<file path="config.mk">
export PLATFORM = sky130hd
export DESIGN_NAME = sensor_hub_top
export DESIGN_NICKNAME = d
export VERILOG_FILES = /design/src/sensor_hub_pkg.sv /design/src/sample_router.sv /design/src/channel_stats.sv /design/src/packet_builder.sv /design/src/spi_packet_tx.sv /design/src/sensor_hub_top.sv
export VERILOG_INCLUDE_DIRS = /design/src /design/src/include
export SDC_FILE = /design/constraint.sdc
export NUM_CORES = 1
export LEC_CHECK = 0
export ABC_AREA = 1
export BUFFER_PORTS_ARGS = -buffer_cell sky130_fd_sc_hd__buf_2
export CORE_MARGIN = 2
export CORE_UTILIZATION = 50
export DETAILED_ROUTE_END_ITERATION = 10
export PLACE_DENSITY = 0.63
export SLEW_MARGIN = 5
export SYNTH_ARGS = -nofsm -noshare
export SYNTH_HDL_FRONTEND = slang
export SYNTH_HIERARCHICAL = 1
export SYNTH_SLANG_ARGS = --single-unit
</file>
<file path="constraint.sdc">
create_clock -name clk -period 34.5 [get_ports clk]
set_input_delay 1.725 -clock clk [delete_from_list [all_inputs] [get_ports clk]]
set_output_delay 1.725 -clock clk [all_outputs]
set_load 0.01 [all_outputs]
</file>
<file path="src/include/sensor_hub_cfg.svh">
`ifndef SENSOR_HUB_CFG_SVH
`define SENSOR_HUB_CFG_SVH

// Channels served by the router and gathered into one packet
`define SH_NUM_CHANNELS 4

// Window length is 2**SH_WINDOW_LOG2 samples, so averaging is a plain shift
`define SH_WINDOW_LOG2 3

// Unsigned sample width from the acquisition front end
`define SH_SAMPLE_W 16

// Flops in the sck and load synchronizers
`define SH_SYNC_STAGES 2

// One record is four 16-bit fields, 8 bytes per channel
`define SH_PACKET_BYTES (8 * `SH_NUM_CHANNELS)

`endif

</file>
<file path="src/sensor_hub_pkg.sv">
`default_nettype none

`include "sensor_hub_cfg.svh"

package sensor_hub_pkg;

    // Width of the channel tag, 2 bits for four channels
    localparam int CHAN_W = $clog2(`SH_NUM_CHANNELS);

    // Tagged sample as delivered by the front end
    typedef struct packed {
        logic [CHAN_W-1:0]       chan;   // Target channel
        logic [`SH_SAMPLE_W-1:0] value;  // Unsigned sample
    } sample_t;

    // Result of one window, avg in the top 16 bits
    typedef struct packed {
        logic [`SH_SAMPLE_W-1:0] avg;
        logic [`SH_SAMPLE_W-1:0] min;
        logic [`SH_SAMPLE_W-1:0] max;
        logic [`SH_SAMPLE_W-1:0] seq;  // Window count, wraps
    } chan_rec_t;

    // One record per channel, channel 0 in the most significant position
    typedef chan_rec_t [0:`SH_NUM_CHANNELS-1] chan_rec_arr_t;

    // Same 256-bit word seen as records or as wire-order bytes
    // Byte 0 is channel 0 avg high byte, the last byte is channel 3 seq low byte
    typedef union packed {
        chan_rec_arr_t                        chan;   // Written by the builder
        logic [0:`SH_PACKET_BYTES-1][7:0]     bytes;  // Read by the SPI slave
    } tx_packet_u;

endpackage

`default_nettype wire

</file>
<file path="src/sample_router.sv">
`timescale 1ns/10ps
`default_nettype none

`include "sensor_hub_cfg.svh"

module sample_router (
    input  logic                          clk,
    input  logic                          rst,
    input  sensor_hub_pkg::sample_t       sample_in,     // Tagged sample from front end
    input  logic                          sample_valid,  // One cycle per sample
    output logic [`SH_SAMPLE_W-1:0]       chan_value,    // Shared by all engines
    output logic [`SH_NUM_CHANNELS-1:0]   chan_strobe    // One-hot engine select
);

    // Value is broadcast and only the strobe picks the channel
    always_ff @(posedge clk) begin
        if (sample_valid) begin
            chan_value <= sample_in.value;
        end
    end

    // One-hot decode of the tag one cycle after sample_valid
    always_ff @(posedge clk) begin
        if (rst) begin
            chan_strobe <= '0;
        end else begin
            chan_strobe <= '0;  // Pulse only
            if (sample_valid && (sample_in.chan < `SH_NUM_CHANNELS)) begin
                chan_strobe[sample_in.chan] <= 1'b1;
            end
        end
    end

    // A valid sample carries a legal channel tag
    a_valid_chan : assert property (
        @(posedge clk) disable iff (rst)
        sample_valid |-> (sample_in.chan < `SH_NUM_CHANNELS)
    ) else $error("sample_router: channel tag out of range");

endmodule

`default_nettype wire

</file>
<file path="src/channel_stats.sv">
`timescale 1ns/10ps
`default_nettype none

`include "sensor_hub_cfg.svh"

module channel_stats (
    input  logic                        clk,
    input  logic                        rst,
    input  logic [`SH_SAMPLE_W-1:0]     value,      // Sample from the router
    input  logic                        strobe,     // This channel's sample strobe
    output sensor_hub_pkg::chan_rec_t   rec,        // Last finished window
    output logic                        rec_valid   // Pulse after the eighth sample
);

    // Sum of a full window needs SH_WINDOW_LOG2 extra bits
    localparam int SUM_W = `SH_SAMPLE_W + `SH_WINDOW_LOG2;

    logic [SUM_W-1:0]           sum;
    logic [`SH_SAMPLE_W-1:0]    min_q;
    logic [`SH_SAMPLE_W-1:0]    max_q;
    logic [`SH_WINDOW_LOG2-1:0] count;     // Samples taken in this window
    logic [`SH_SAMPLE_W-1:0]    seq;       // Number of the window in progress
    logic [SUM_W-1:0]           sum_next;
    logic [`SH_SAMPLE_W-1:0]    min_next;
    logic [`SH_SAMPLE_W-1:0]    max_next;
    logic                       first;
    logic                       last;

    assign first = (count == '0);  // Sample seeds sum, min and max
    assign last  = (count == '1);  // Sample closes the window

    // Values including the current sample
    always_comb begin
        sum_next = first ? SUM_W'(value) : sum + SUM_W'(value);
        min_next = (first || (value < min_q)) ? value : min_q;
        max_next = (first || (value > max_q)) ? value : max_q;
    end

    // Running accumulators, valid only while count is nonzero
    always_ff @(posedge clk) begin
        if (strobe) begin
            sum   <= sum_next;
            min_q <= min_next;
            max_q <= max_next;
        end
    end

    // Count wraps to zero after the last sample, next strobe starts fresh
    always_ff @(posedge clk) begin
        if (rst) begin
            count     <= '0;
            seq       <= '0;
            rec_valid <= 1'b0;
        end else begin
            rec_valid <= strobe && last;
            if (strobe) begin
                count <= count + 1'b1;
                if (last) begin
                    seq <= seq + 1'b1;
                end
            end
        end
    end

    // Record fields captured on the closing sample
    always_ff @(posedge clk) begin
        if (strobe && last) begin
            rec.avg <= sum_next[SUM_W-1:`SH_WINDOW_LOG2];  // Divide by window length
            rec.min <= min_next;
            rec.max <= max_next;
            rec.seq <= seq;
        end
    end

    // Average of a window must sit between its extremes
    a_rec_order : assert property (
        @(posedge clk) disable iff (rst)
        rec_valid |-> (rec.min <= rec.avg) && (rec.avg <= rec.max)
    ) else $error("channel_stats: min/avg/max out of order");

endmodule

`default_nettype wire

</file>
<file path="src/packet_builder.sv">
`timescale 1ns/10ps
`default_nettype none

`include "sensor_hub_cfg.svh"

module packet_builder (
    input  logic                            clk,
    input  logic                            rst,
    input  sensor_hub_pkg::chan_rec_arr_t   rec,             // One record per engine
    input  logic [`SH_NUM_CHANNELS-1:0]     rec_valid,       // Record pulses
    input  logic                            packet_taken,    // From the SPI slave
    output sensor_hub_pkg::tx_packet_u      packet,          // Held while packet_valid
    output logic                            packet_valid,
    output logic                            overwrite_pulse  // Held record was replaced
);

    sensor_hub_pkg::chan_rec_arr_t   slot;     // Newest record per channel
    logic [`SH_NUM_CHANNELS-1:0]     full;     // Slot holds an unpublished record
    logic                            publish;  // Copy slots into the packet this cycle
    logic [`SH_NUM_CHANNELS-1:0]     clobber;  // Unpublished record lost

    assign publish = (&full) && !packet_valid;

    // In the publish cycle the old slot content still reaches the packet
    assign clobber = rec_valid & full & {`SH_NUM_CHANNELS{!publish}};

    // Slots always take the newest record, even while a packet waits
    always_ff @(posedge clk) begin
        for (int ch = 0; ch < `SH_NUM_CHANNELS; ch++) begin
            if (rec_valid[ch]) begin
                slot[ch] <= rec[ch];
            end
        end
    end

    // Packet is only rewritten while packet_valid is low
    always_ff @(posedge clk) begin
        if (publish) begin
            packet.chan <= slot;
        end
    end

    always_ff @(posedge clk) begin
        if (rst) begin
            full            <= '0;
            packet_valid    <= 1'b0;
            overwrite_pulse <= 1'b0;
        end else begin
            overwrite_pulse <= |clobber;
            if (publish) begin
                full         <= rec_valid;  // Records arriving now belong to the next packet
                packet_valid <= 1'b1;
            end else begin
                full <= full | rec_valid;
                if (packet_taken) begin
                    packet_valid <= 1'b0;  // Slave has acknowledged
                end
            end
        end
    end

    // SPI slave may still be shifting, so the packet must hold until released
    a_packet_stable : assert property (
        @(posedge clk) disable iff (rst)
        packet_valid |=> $stable(packet)
    ) else $error("packet_builder: packet changed while packet_valid high");

endmodule

`default_nettype wire

</file>
<file path="src/spi_packet_tx.sv">
`timescale 1ns/10ps
`default_nettype none

`include "sensor_hub_cfg.svh"

module spi_packet_tx (
    input  logic                        clk,
    input  logic                        rst,
    input  logic                        sck,           // SPI clock from the MCU, mode 0
    input  logic                        load,          // Rising edge acknowledges the packet
    output logic                        sdo,           // MISO
    output logic                        done,          // Packet ready for the MCU
    input  sensor_hub_pkg::tx_packet_u  packet,        // From the builder
    input  logic                        packet_valid,
    output logic                        packet_taken   // One pulse per acknowledge
);

    localparam int BYTE_IDX_W = $clog2(`SH_PACKET_BYTES);
    localparam logic [BYTE_IDX_W-1:0] LAST_BYTE = BYTE_IDX_W'(`SH_PACKET_BYTES - 1);

    logic [`SH_SYNC_STAGES-1:0] sck_sync;
    logic [`SH_SYNC_STAGES-1:0] load_sync;
    logic                       sck_prev;   // For edge detect after the synchronizer
    logic                       load_prev;
    logic                       sck_fall;
    logic                       load_rise;
    sensor_hub_pkg::tx_packet_u tx_buf;     // Copy being shifted out
    logic [BYTE_IDX_W-1:0]      byte_idx;   // Byte on the wire
    logic [2:0]                 bit_idx;    // 7 is sent first
    logic                       drained;    // All 256 bits gone

    // sck and load are asynchronous to clk
    always_ff @(posedge clk) begin
        if (rst) begin
            sck_sync  <= '0;
            load_sync <= '0;
            sck_prev  <= 1'b0;
            load_prev <= 1'b0;
        end else begin
            sck_sync  <= {sck_sync[`SH_SYNC_STAGES-2:0], sck};
            load_sync <= {load_sync[`SH_SYNC_STAGES-2:0], load};
            sck_prev  <= sck_sync[`SH_SYNC_STAGES-1];
            load_prev <= load_sync[`SH_SYNC_STAGES-1];
        end
    end

    assign sck_fall  = sck_prev && !sck_sync[`SH_SYNC_STAGES-1];   // Mode 0 shift edge
    assign load_rise = !load_prev && load_sync[`SH_SYNC_STAGES-1];

    // Latch a waiting packet
    // packet_valid is still high in the cycle of packet_taken, so that cycle is skipped
    always_ff @(posedge clk) begin
        if (!done && packet_valid && !packet_taken) begin
            tx_buf <= packet;
        end
    end

    always_ff @(posedge clk) begin
        if (rst) begin
            done         <= 1'b0;
            packet_taken <= 1'b0;
            byte_idx     <= '0;
            bit_idx      <= 3'd7;
            drained      <= 1'b0;
        end else begin
            packet_taken <= 1'b0;
            if (!done) begin
                if (packet_valid && !packet_taken) begin
                    done     <= 1'b1;
                    byte_idx <= '0;      // First bit shows up as done rises
                    bit_idx  <= 3'd7;
                    drained  <= 1'b0;
                end
            end else if (load_rise) begin
                done         <= 1'b0;    // MCU acknowledged
                packet_taken <= 1'b1;
            end else if (sck_fall && !drained) begin
                if (bit_idx != 3'd0) begin
                    bit_idx <= bit_idx - 1'b1;
                end else if (byte_idx == LAST_BYTE) begin
                    drained <= 1'b1;     // Extra edges shift zeros
                end else begin
                    byte_idx <= byte_idx + 1'b1;
                    bit_idx  <= 3'd7;
                end
            end
        end
    end

    // Current bit straight from the byte view, low when idle or drained
    assign sdo = done && !drained && tx_buf.bytes[byte_idx][bit_idx];

    // Only an acknowledge ends a transfer
    a_done_fall : assert property (
        @(posedge clk) disable iff (rst)
        $fell(done) |-> packet_taken
    ) else $error("spi_packet_tx: done fell without packet_taken");

endmodule

`default_nettype wire

</file>
<file path="src/sensor_hub_top.sv">
`timescale 1ns/10ps
`default_nettype none

`include "sensor_hub_cfg.svh"

module sensor_hub_top (
    input  logic                     clk,
    input  logic                     rst,
    input  sensor_hub_pkg::sample_t  sample_in,
    input  logic                     sample_valid,
    input  logic                     sck,
    input  logic                     load,
    output logic                     sdo,
    output logic                     done,
    output logic                     overwrite_pulse
);

    logic [`SH_SAMPLE_W-1:0]        chan_value;    // Broadcast sample
    logic [`SH_NUM_CHANNELS-1:0]    chan_strobe;
    sensor_hub_pkg::chan_rec_arr_t  rec;           // Engine results
    logic [`SH_NUM_CHANNELS-1:0]    rec_valid;
    sensor_hub_pkg::tx_packet_u     packet;
    logic                           packet_valid;
    logic                           packet_taken;

    sample_router u_router (
        .clk          (clk),
        .rst          (rst),
        .sample_in    (sample_in),
        .sample_valid (sample_valid),
        .chan_value   (chan_value),
        .chan_strobe  (chan_strobe)
    );

    // One statistics engine per channel
    for (genvar ch = 0; ch < `SH_NUM_CHANNELS; ch++) begin : g_chan
        channel_stats u_stats (
            .clk       (clk),
            .rst       (rst),
            .value     (chan_value),
            .strobe    (chan_strobe[ch]),
            .rec       (rec[ch]),
            .rec_valid (rec_valid[ch])
        );
    end

    packet_builder u_builder (
        .clk             (clk),
        .rst             (rst),
        .rec             (rec),
        .rec_valid       (rec_valid),
        .packet_taken    (packet_taken),
        .packet          (packet),
        .packet_valid    (packet_valid),
        .overwrite_pulse (overwrite_pulse)
    );

    spi_packet_tx u_spi (
        .clk          (clk),
        .rst          (rst),
        .sck          (sck),
        .load         (load),
        .sdo          (sdo),
        .done         (done),
        .packet       (packet),
        .packet_valid (packet_valid),
        .packet_taken (packet_taken)
    );

endmodule

`default_nettype wire

</file>
==> flow_summary_export.csv, run 1 <==
group,metric,value,unit
cts,cts_root_buffer,"clkbuf_16",
route,routed.top_layer,"met5",
status,status,"complete, no violations",
route,drt_iter0_markers,3139,
sta,fmax,173,MHz
route,drt-total-wl,126000,microns
route,dr_wl_met3,10400,microns
route,wl_per_cell,21.1,microns
logic_synthesis,ys_types,45,
route,via_per_inst,5.43,
sta,setup_slack,28.72,ns
sta,hold_violations,0,
logic_synthesis,synth-seq-area-share,0.725,
placed_design,port_buffers,25,
worst_setup_path,critPathKind,"flip-flop to output pin",
worst_setup_path,critPathMaxFanout,96,
cts,path_clk_slew,0.06,ns
worst_setup_path,start_kind,"flip-flop",
cts,cts_max_level,4,
sta,final.setup_skew,0.0323,ns
logic_synthesis,async_flop_share,0,
worst_setup_path,crit_top_cell,"nand3_1",
cts,clkSinkCount,1351,
worst_setup_path,worst_setup_path_end_kind,"output pin",
cts,clk_latency,0.75,ns
run,drv_cap,0,
logic_synthesis,mappedNetlistNets,4540,
logic_synthesis,yosysTopAreaCellShare,0.685,
route,wl_met1,56200,microns
layout,stdcell_area,61000,sq um
sta,final.min_clock_period,5.78,ns
layout,layout_common_cells,"1244 x edfxtp_1, 1081 x nand2_1, 497 x nand3_1",
route,routed-wl-met2,54900,microns
floorplanning,core_area,109000,sq um
sta,hold-worst-slack,0.399,ns
cts,cts_setup_buffers,0,
worst_setup_path,crit_slowest_cell,"buf_4",
sta,period_share,0.167,
sta,slew_headroom,0.169,
logic_synthesis,yosysTopAreaCell,"edfxtp_1",
worst_setup_path,critPathBufInv,3,
layout,final_common_cell,"edfxtp_1",
power,leakage,23.0,nW
worst_setup_path,path_delay_family,"buffers and inverters",
sta,tns,0,ns
worst_hold_path,hp-class,"flip-flop to flip-flop",
placed_design,gp_congestion,0.873,
worst_setup_path,required,32.78,ns
worst_setup_path,worst_ep_arrival_time,4.05,ns
power,power_density,57.5,nW/um^2
logic_synthesis,syn_avg_cell_area,12.7,sq um
sta,worst_pin_slew,1.25,ns
logic_synthesis,ys_warn_count,6,
logic_synthesis,synth-main-ff-cell,"edfxtp_1",
grt,grt_pass1_vias,30096,
worst_setup_path,crit_path_max_incr_delay,0.81,ns
route,drc_errors,0,
layout,area_growth_syn_to_layout,11.9,%
logic_synthesis,synth.area.top_cells,"edfxtp_1 69%, nand2_1 7.4%, ha_1 4.8%, nand3_1 4.6%, dfxtp_1 3.9%",
cts,cts-resized-gates,0,
placed_design,dpl_cell_area,56300,sq um
logic_synthesis,synth_edf_count,1244,
route,postRouteAntennaNets,0,
route,vias,32334,
cts,tritoncts,"built",
sta,rsz0062_at_grt,"false",
power,power,0.00350,W
grt,grt_max_degree,147,
floorplanning,initial_core_util,0.502,
logic_synthesis,synth-seq-cells,1351,
grt,grt_overflow_total,0,
worst_setup_path,cp_cell_sequence,"inv_4 > buf_4 > nand2_1 > nand3_1 > nand3_1 > nand3_1 > nand2_1 > nand2_1 > nand3_1 > nand3_1 > nand3_1 > a21oi_1 > buf_2",
sta,setup_violations,0,
cts,cts_hold_buf,0,
placed_design,pre_cts_ws,29.57,ns
grt,grt_pass1_wl,189000,microns
floorplanning,fp.dieH,334,microns
grt,grtUsageTotal,0.227,
grt,antenna_found_initial,6,
floorplanning,ios,26,
power,ir_drop,0.0454,mV
floorplanning,rows,121,
layout,drive_above_1_share,0.0906,
logic_synthesis,syn_inst,4305,
floorplanning,die-width,334,microns
placed_design,dp.final_hpwl,79500,microns
cts,cts-buffers-inserted,140,
floorplanning,die_area,112000,sq um
route,drtPass1Iterations,6,
layout,nets,4653,
sta,report.final.slew_viol_count,0,
cts,clock_path_buffers,3,
logic_synthesis,synth_area,54500,sq um
## logic make-up (layout without fill, tap and decap cells)
family / Yosys count / in the layout / synth area share
AND/OR/NAND/NOR: 1935 / 1935 / 0.157
flip-flops: 1351 / 1351 / 0.725
buffers and inverters: 461 / 692 / 0.0348
AO/OA/AOI/OAI: 335 / 335 / 0.0326
adder cells (fa/ha/maj): 212 / 212 / 0.0492
XOR/XNOR: 11 / 11 / 0.00177
other: 0 / 2 / 0
## cell usage after synthesis (all sizes together), types with 17 or more instances
cell	instances
edfxtp	1244
ha	208
nand2	1113
nand3b	17
nor2	200
clkbuf	30
nor3	37
buf	76
a21oi	182
o21ai	111
inv	351
dfxtp	107
nand3	497
nand4	32
## metrics by stage
| step | utilization | cells |
|---|---|---|
| global placement | 0.518 | 5690 |
| detailed placement | 0.518 | 5690 |
| global route | 0.562 | 5950 |
| finish | 0.562 | 5952 |
| floorplan | - | 4305 |
| CTS | 0.562 | 5950 |
## layer usage
| metal | GRT usage | up-vias |
|---|---|---|
| met5 | 0 | - |
| met4 | 0.0858 | 6 |
| met3 | 0.0507 | 218 |
| met2 | 0.334 | 1159 |
| met1 | 0.333 | 15554 |
| li1 | - | 15397 |
## worst reg2reg max path: cells and delay by family, from the launching register on
kind / cells / cell delay [ns]
AOI/OAI and AO/OA: 2 / 0.32
adders and majority gates: 1 / 0.37
buffers and inverters: 1 / 0.53
DFF: 1 / 0.83
and+or+nand+nor: 6 / 1.03
## state kept, by name, indices dropped and copies added, names as in the netlist, 2 cells and up
| name | cells |
|---|---|
| g_chan.u_stats/rec | 256 |
| u_builder/packet | 256 |
| u_builder/slot | 256 |
| u_spi/tx_buf | 256 |
| g_chan.u_stats/sum | 76 |
| g_chan.u_stats/max_q | 64 |
| g_chan.u_stats/min_q | 64 |
| g_chan.u_stats/seq | 64 |
| u_router/chan_value | 16 |
| g_chan.u_stats/count | 12 |
| u_spi/byte_idx | 5 |
| g_chan.u_stats/rec_valid | 4 |
| u_builder/full | 4 |
| u_router/chan_strobe | 4 |
| u_spi/bit_idx | 3 |
| u_spi/load_sync | 2 |
| u_spi/sck_sync | 2 |
## path summary, 6_finish.rpt
check                                 start                     endpoint  slack, ns  cells after the start
setup reg to reg    u_router/chan_value[11]  g_chan[2].u_stats/max_q[13]      31.16                     10
setup / recovery          u_spi/byte_idx[0]                          sdo      28.72                     13
hold reg to reg   g_chan[2].u_stats/rec[27]           u_builder/slot[91]       0.40                      0
hold / removal    g_chan[2].u_stats/rec[27]           u_builder/slot[91]       0.40                      0
## final cells by class
cell class	count	area [sq um]
fillers	8700	47600
flip-flops and latches	1351	39500
multi-input cells	2493	13100
clock buffers	167	3710
well taps	1414	1770
inverters	355	1340
clock inverters	93	990
repair buffers	77	528
diodes	2	5.00
## power by group
part	internal, W	total [W]	switching, W
registers	0.00179	0.00179	0.00000632
clock network	0.000890	0.00152	0.000635
logic	0.0000539	0.000185	0.000131
total	0.00273	0.00350	0.000773
(Power assumes the default switching activity.)
==> inputs of run 2 (changes only) <==
--- a/config.mk
+++ b/config.mk
@@ -6,7 +6,7 @@
 export SDC_FILE = /design/constraint.sdc
 export NUM_CORES = 1
 export LEC_CHECK = 0
-export ABC_AREA = 1
+export ABC_AREA = 0
 export BUFFER_PORTS_ARGS = -buffer_cell sky130_fd_sc_hd__buf_2
 export CORE_MARGIN = 2
 export CORE_UTILIZATION = 50
==> constraint.sdc (replaced) <==
create_clock -name clk -period 5.43 [get_ports clk]
set_input_delay 0.2715 -clock clk [delete_from_list [all_inputs] [get_ports clk]]
set_output_delay 0.2715 -clock clk [all_outputs]
set_load 0.01 [all_outputs]
==> run 2 against run 1 <==
Against the previous run:
- the run now ends with design-rule violations left
- via count fell by 16%
- die area fell by 2.4%
- sequential power rose to 6.4 times the previous value
- sequential share of layout area rose by 1.3 points
- clock power rose to 6.1 times the previous value
- core utilization rose by 0.50 points
- first-iteration DRC count fell by 18%
- global-route usage fell by 1.4 points
- final cell count fell by 19%
- flip-flop and latch count did not move
- clock skew fell by 0.0019 ns
- largest cell class unchanged
==> flow_summary_export.csv, run 2 <==
group,metric,value,unit
status,status,"finished with violations",
status,violations,"design-rule violations",
sta,rsz0062_at_grt,"false",
power,power_density,361,nW/um^2
logic_synthesis,synth_commonest_cells,"1244 x edfxtp_1, 208 x ha_1, 166 x inv_1, 164 x nand2_1",
logic_synthesis,synth-seq-cells,1351,
logic_synthesis,ys_types,90,
logic_synthesis,yosysTopAreaCell,"edfxtp_1",
logic_synthesis,async_flop_share,0,
worst_setup_path,worst_r2r_path_depth,9,
route,via_per_inst,5.65,
floorplanning,die-width,330,microns
grt,grt_pass1_wl,172000,microns
sta,report.final.slew_viol_count,0,
layout,layout.cells.non_filler,4822,
power,p_sw_frac,0.210,
layout,drive_above_1_share,0.143,
logic_synthesis,mappedNetlistNets,3389,
logic_synthesis,ys_warn_count,6,
cts,clk_latency,0.74,ns
cts,cts_hold_buf,22,
worst_setup_path,worst_ep_arrival_time,3.91,ns
layout,nets,3553,
route,drt_iter0_markers,2572,
cts,cts_max_level,4,
placed_design,dp.cells,4548,
grt,grtUsageTotal,0.213,
power,power.share.clock,0.427,
cts,clock_path_buffers,3,
worst_setup_path,critPathKind,"flip-flop to output pin",
layout,finish.utilization,0.567,
worst_setup_path,critPathMaxFanout,24,
floorplanning,core_area,105000,sq um
power,leakage,20.6,nW
sta,hold_violations,0,
route,wl_per_cell,23.6,microns
layout,layout_common_cells,"1244 x edfxtp_1, 208 x ha_1, 164 x nand2_1, 164 x inv_1",
floorplanning,rows,119,
cts,tritoncts,"built",
power,power_frac_seq,0.528,
worst_hold_path,hp-class,"primary input to flip-flop",
layout,fill_cells,8021,
route,drtPass1Iterations,9,
grt,grt_max_degree,194,
run,drv_cap,0,
power,ir_drop,0.215,mV
logic_synthesis,synth_edf_count,1244,
logic_synthesis,syn_inst,3154,
logic_synthesis,synth-main-ff-cell,"edfxtp_1",
floorplanning,initial_core_util,0.505,
worst_setup_path,required,5.16,ns
logic_synthesis,yosysTopAreaCellShare,0.702,
floorplanning,ios,26,
layout,final_common_cell,"edfxtp_1",
sta,setup_violations,0,
logic_synthesis,synth_area,53200,sq um
power,power,0.0216,W
floorplanning,die_area,109000,sq um
cts,clkSinkCount,1351,
power,p_comb_frac,0.046,
worst_setup_path,worst_setup_path_end_kind,"output pin",
grt,grt_overflow_total,0,
sta,slew_headroom,0.263,
sta,final.min_clock_period,4.18,ns
placed_design,dp.final_hpwl,75800,microns
route,vias,27236,
placed_design,port_buffers,25,
floorplanning,fp.dieH,330,microns
logic_synthesis,syn_avg_cell_area,16.9,sq um
cts,cts_root_buffer,"clkbuf_16",
power,switchingPower,0.00453,W
layout,area_growth_syn_to_layout,12.3,%
sta,final.setup_skew,0.0304,ns
cts,path_clk_slew,0.07,ns
route,drc_errors,4,
power,p_int,0.0171,W
cts,cts-buffers-inserted,137,
grt,grt_pass1_vias,27155,
worst_hold_path,hold_depth,1,
route,drt-total-wl,114000,microns
logic_synthesis,synth_most_common_cell,"edfxtp_1",
logic_synthesis,synth.area.top_cells,"edfxtp_1 70%, ha_1 4.9%, dfxtp_1 4.0%, mux2_2 1.9%, mux4_2 1.4%",
placed_design,gp_congestion,0.893,
sta,tns,0,ns
sta,fmax,239,MHz
logic_synthesis,synth-seq-area-share,0.742,
sta,worst_pin_slew,1.11,ns
cts,cts_setup_buffers,0,
cts,cts-resized-gates,0,
worst_setup_path,start_kind,"flip-flop",
sta,period_share,0.769,
route,postRouteAntennaNets,0,
grt,antenna_found_initial,8,
run 2: through the flow:
step                setup WS [ns]  hold WS [ns]  cell area, sq um
floorplan                   -2.84         0.342             53200
global placement             1.78         0.401             55100
detailed placement           1.83         0.405             55100
CTS                          1.17        0.0321             59700
global route                 1.08        0.0776             59700
finish                       1.25        0.0836             59700
run 2: power by group through the flow:
stage / combinational, W / sequential (W) / clock (W)
after floorplan: 0.000628 / 0.0116 / 0
after global placement: 0.000926 / 0.0116 / 0
after detailed placement: 0.000961 / 0.0116 / 0
after CTS: 0.000979 / 0.0114 / 0.00941
after global routing: 0.00109 / 0.0114 / 0.00982
final: 0.000986 / 0.0114 / 0.00921
run 2: final cells by class:
type                       count  area, sq um  area share
antenna                        1         2.50   0.0000419
clock inverter                71          771      0.0129
timing repair buffer         103          806      0.0135
inverter                     166          623      0.0104
sequential                  1351        39500       0.661
multi-input combinational   1559        12600       0.211
tap                         1391         1740      0.0291
clock buffer                 180         3670      0.0615
run 2: worst max-delay path, cell delays in order (launching register included):
cell and delay, ns:
dfxtp_2 0.81, buf_4 0.51, mux4_2 0.56, mux2i_1 0.29, a21oi_1 0.19, o32a_1 0.39, o2111ai_2 0.11, o22ai_2 0.13
buf_2 0.17
run 2: worst paths after layout:
| kind | endpoint | start | slack [ns] |
|---|---|---|---|
| min reg2reg | u_builder/packet[100] | u_builder/slot[100] | 0.40 |
| max | sdo | u_spi/byte_idx[1] | 1.25 |
| max reg2reg | g_chan[0].u_stats/rec[19] | u_router/chan_value[0] | 1.80 |
| min | u_router/chan_value[12] | sample_valid | 0.08 |
run 2: kinds of logic after synthesis:
family                   after synthesis  synth area share
AO/OA/AOI/OAI                        435            0.0548
XOR/XNOR                             112            0.0184
adder cells (fa/ha/maj)              212            0.0504
buffers and inverters                244            0.0209
flip-flops                          1351             0.742
multiplexers                         236            0.0606
AND/OR/NAND/NOR                      564            0.0525
run 2: metal layers:
layer	vias to the layer above	wire (microns)	share of wire	track usage
li1	12458	-	-	-
met1	13808	53800	0.47	0.325
met2	799	51500	0.45	0.320
met3	171	5930	0.052	0.0309
met4	0	2540	0.022	0.0628
met5	-	0	0	0
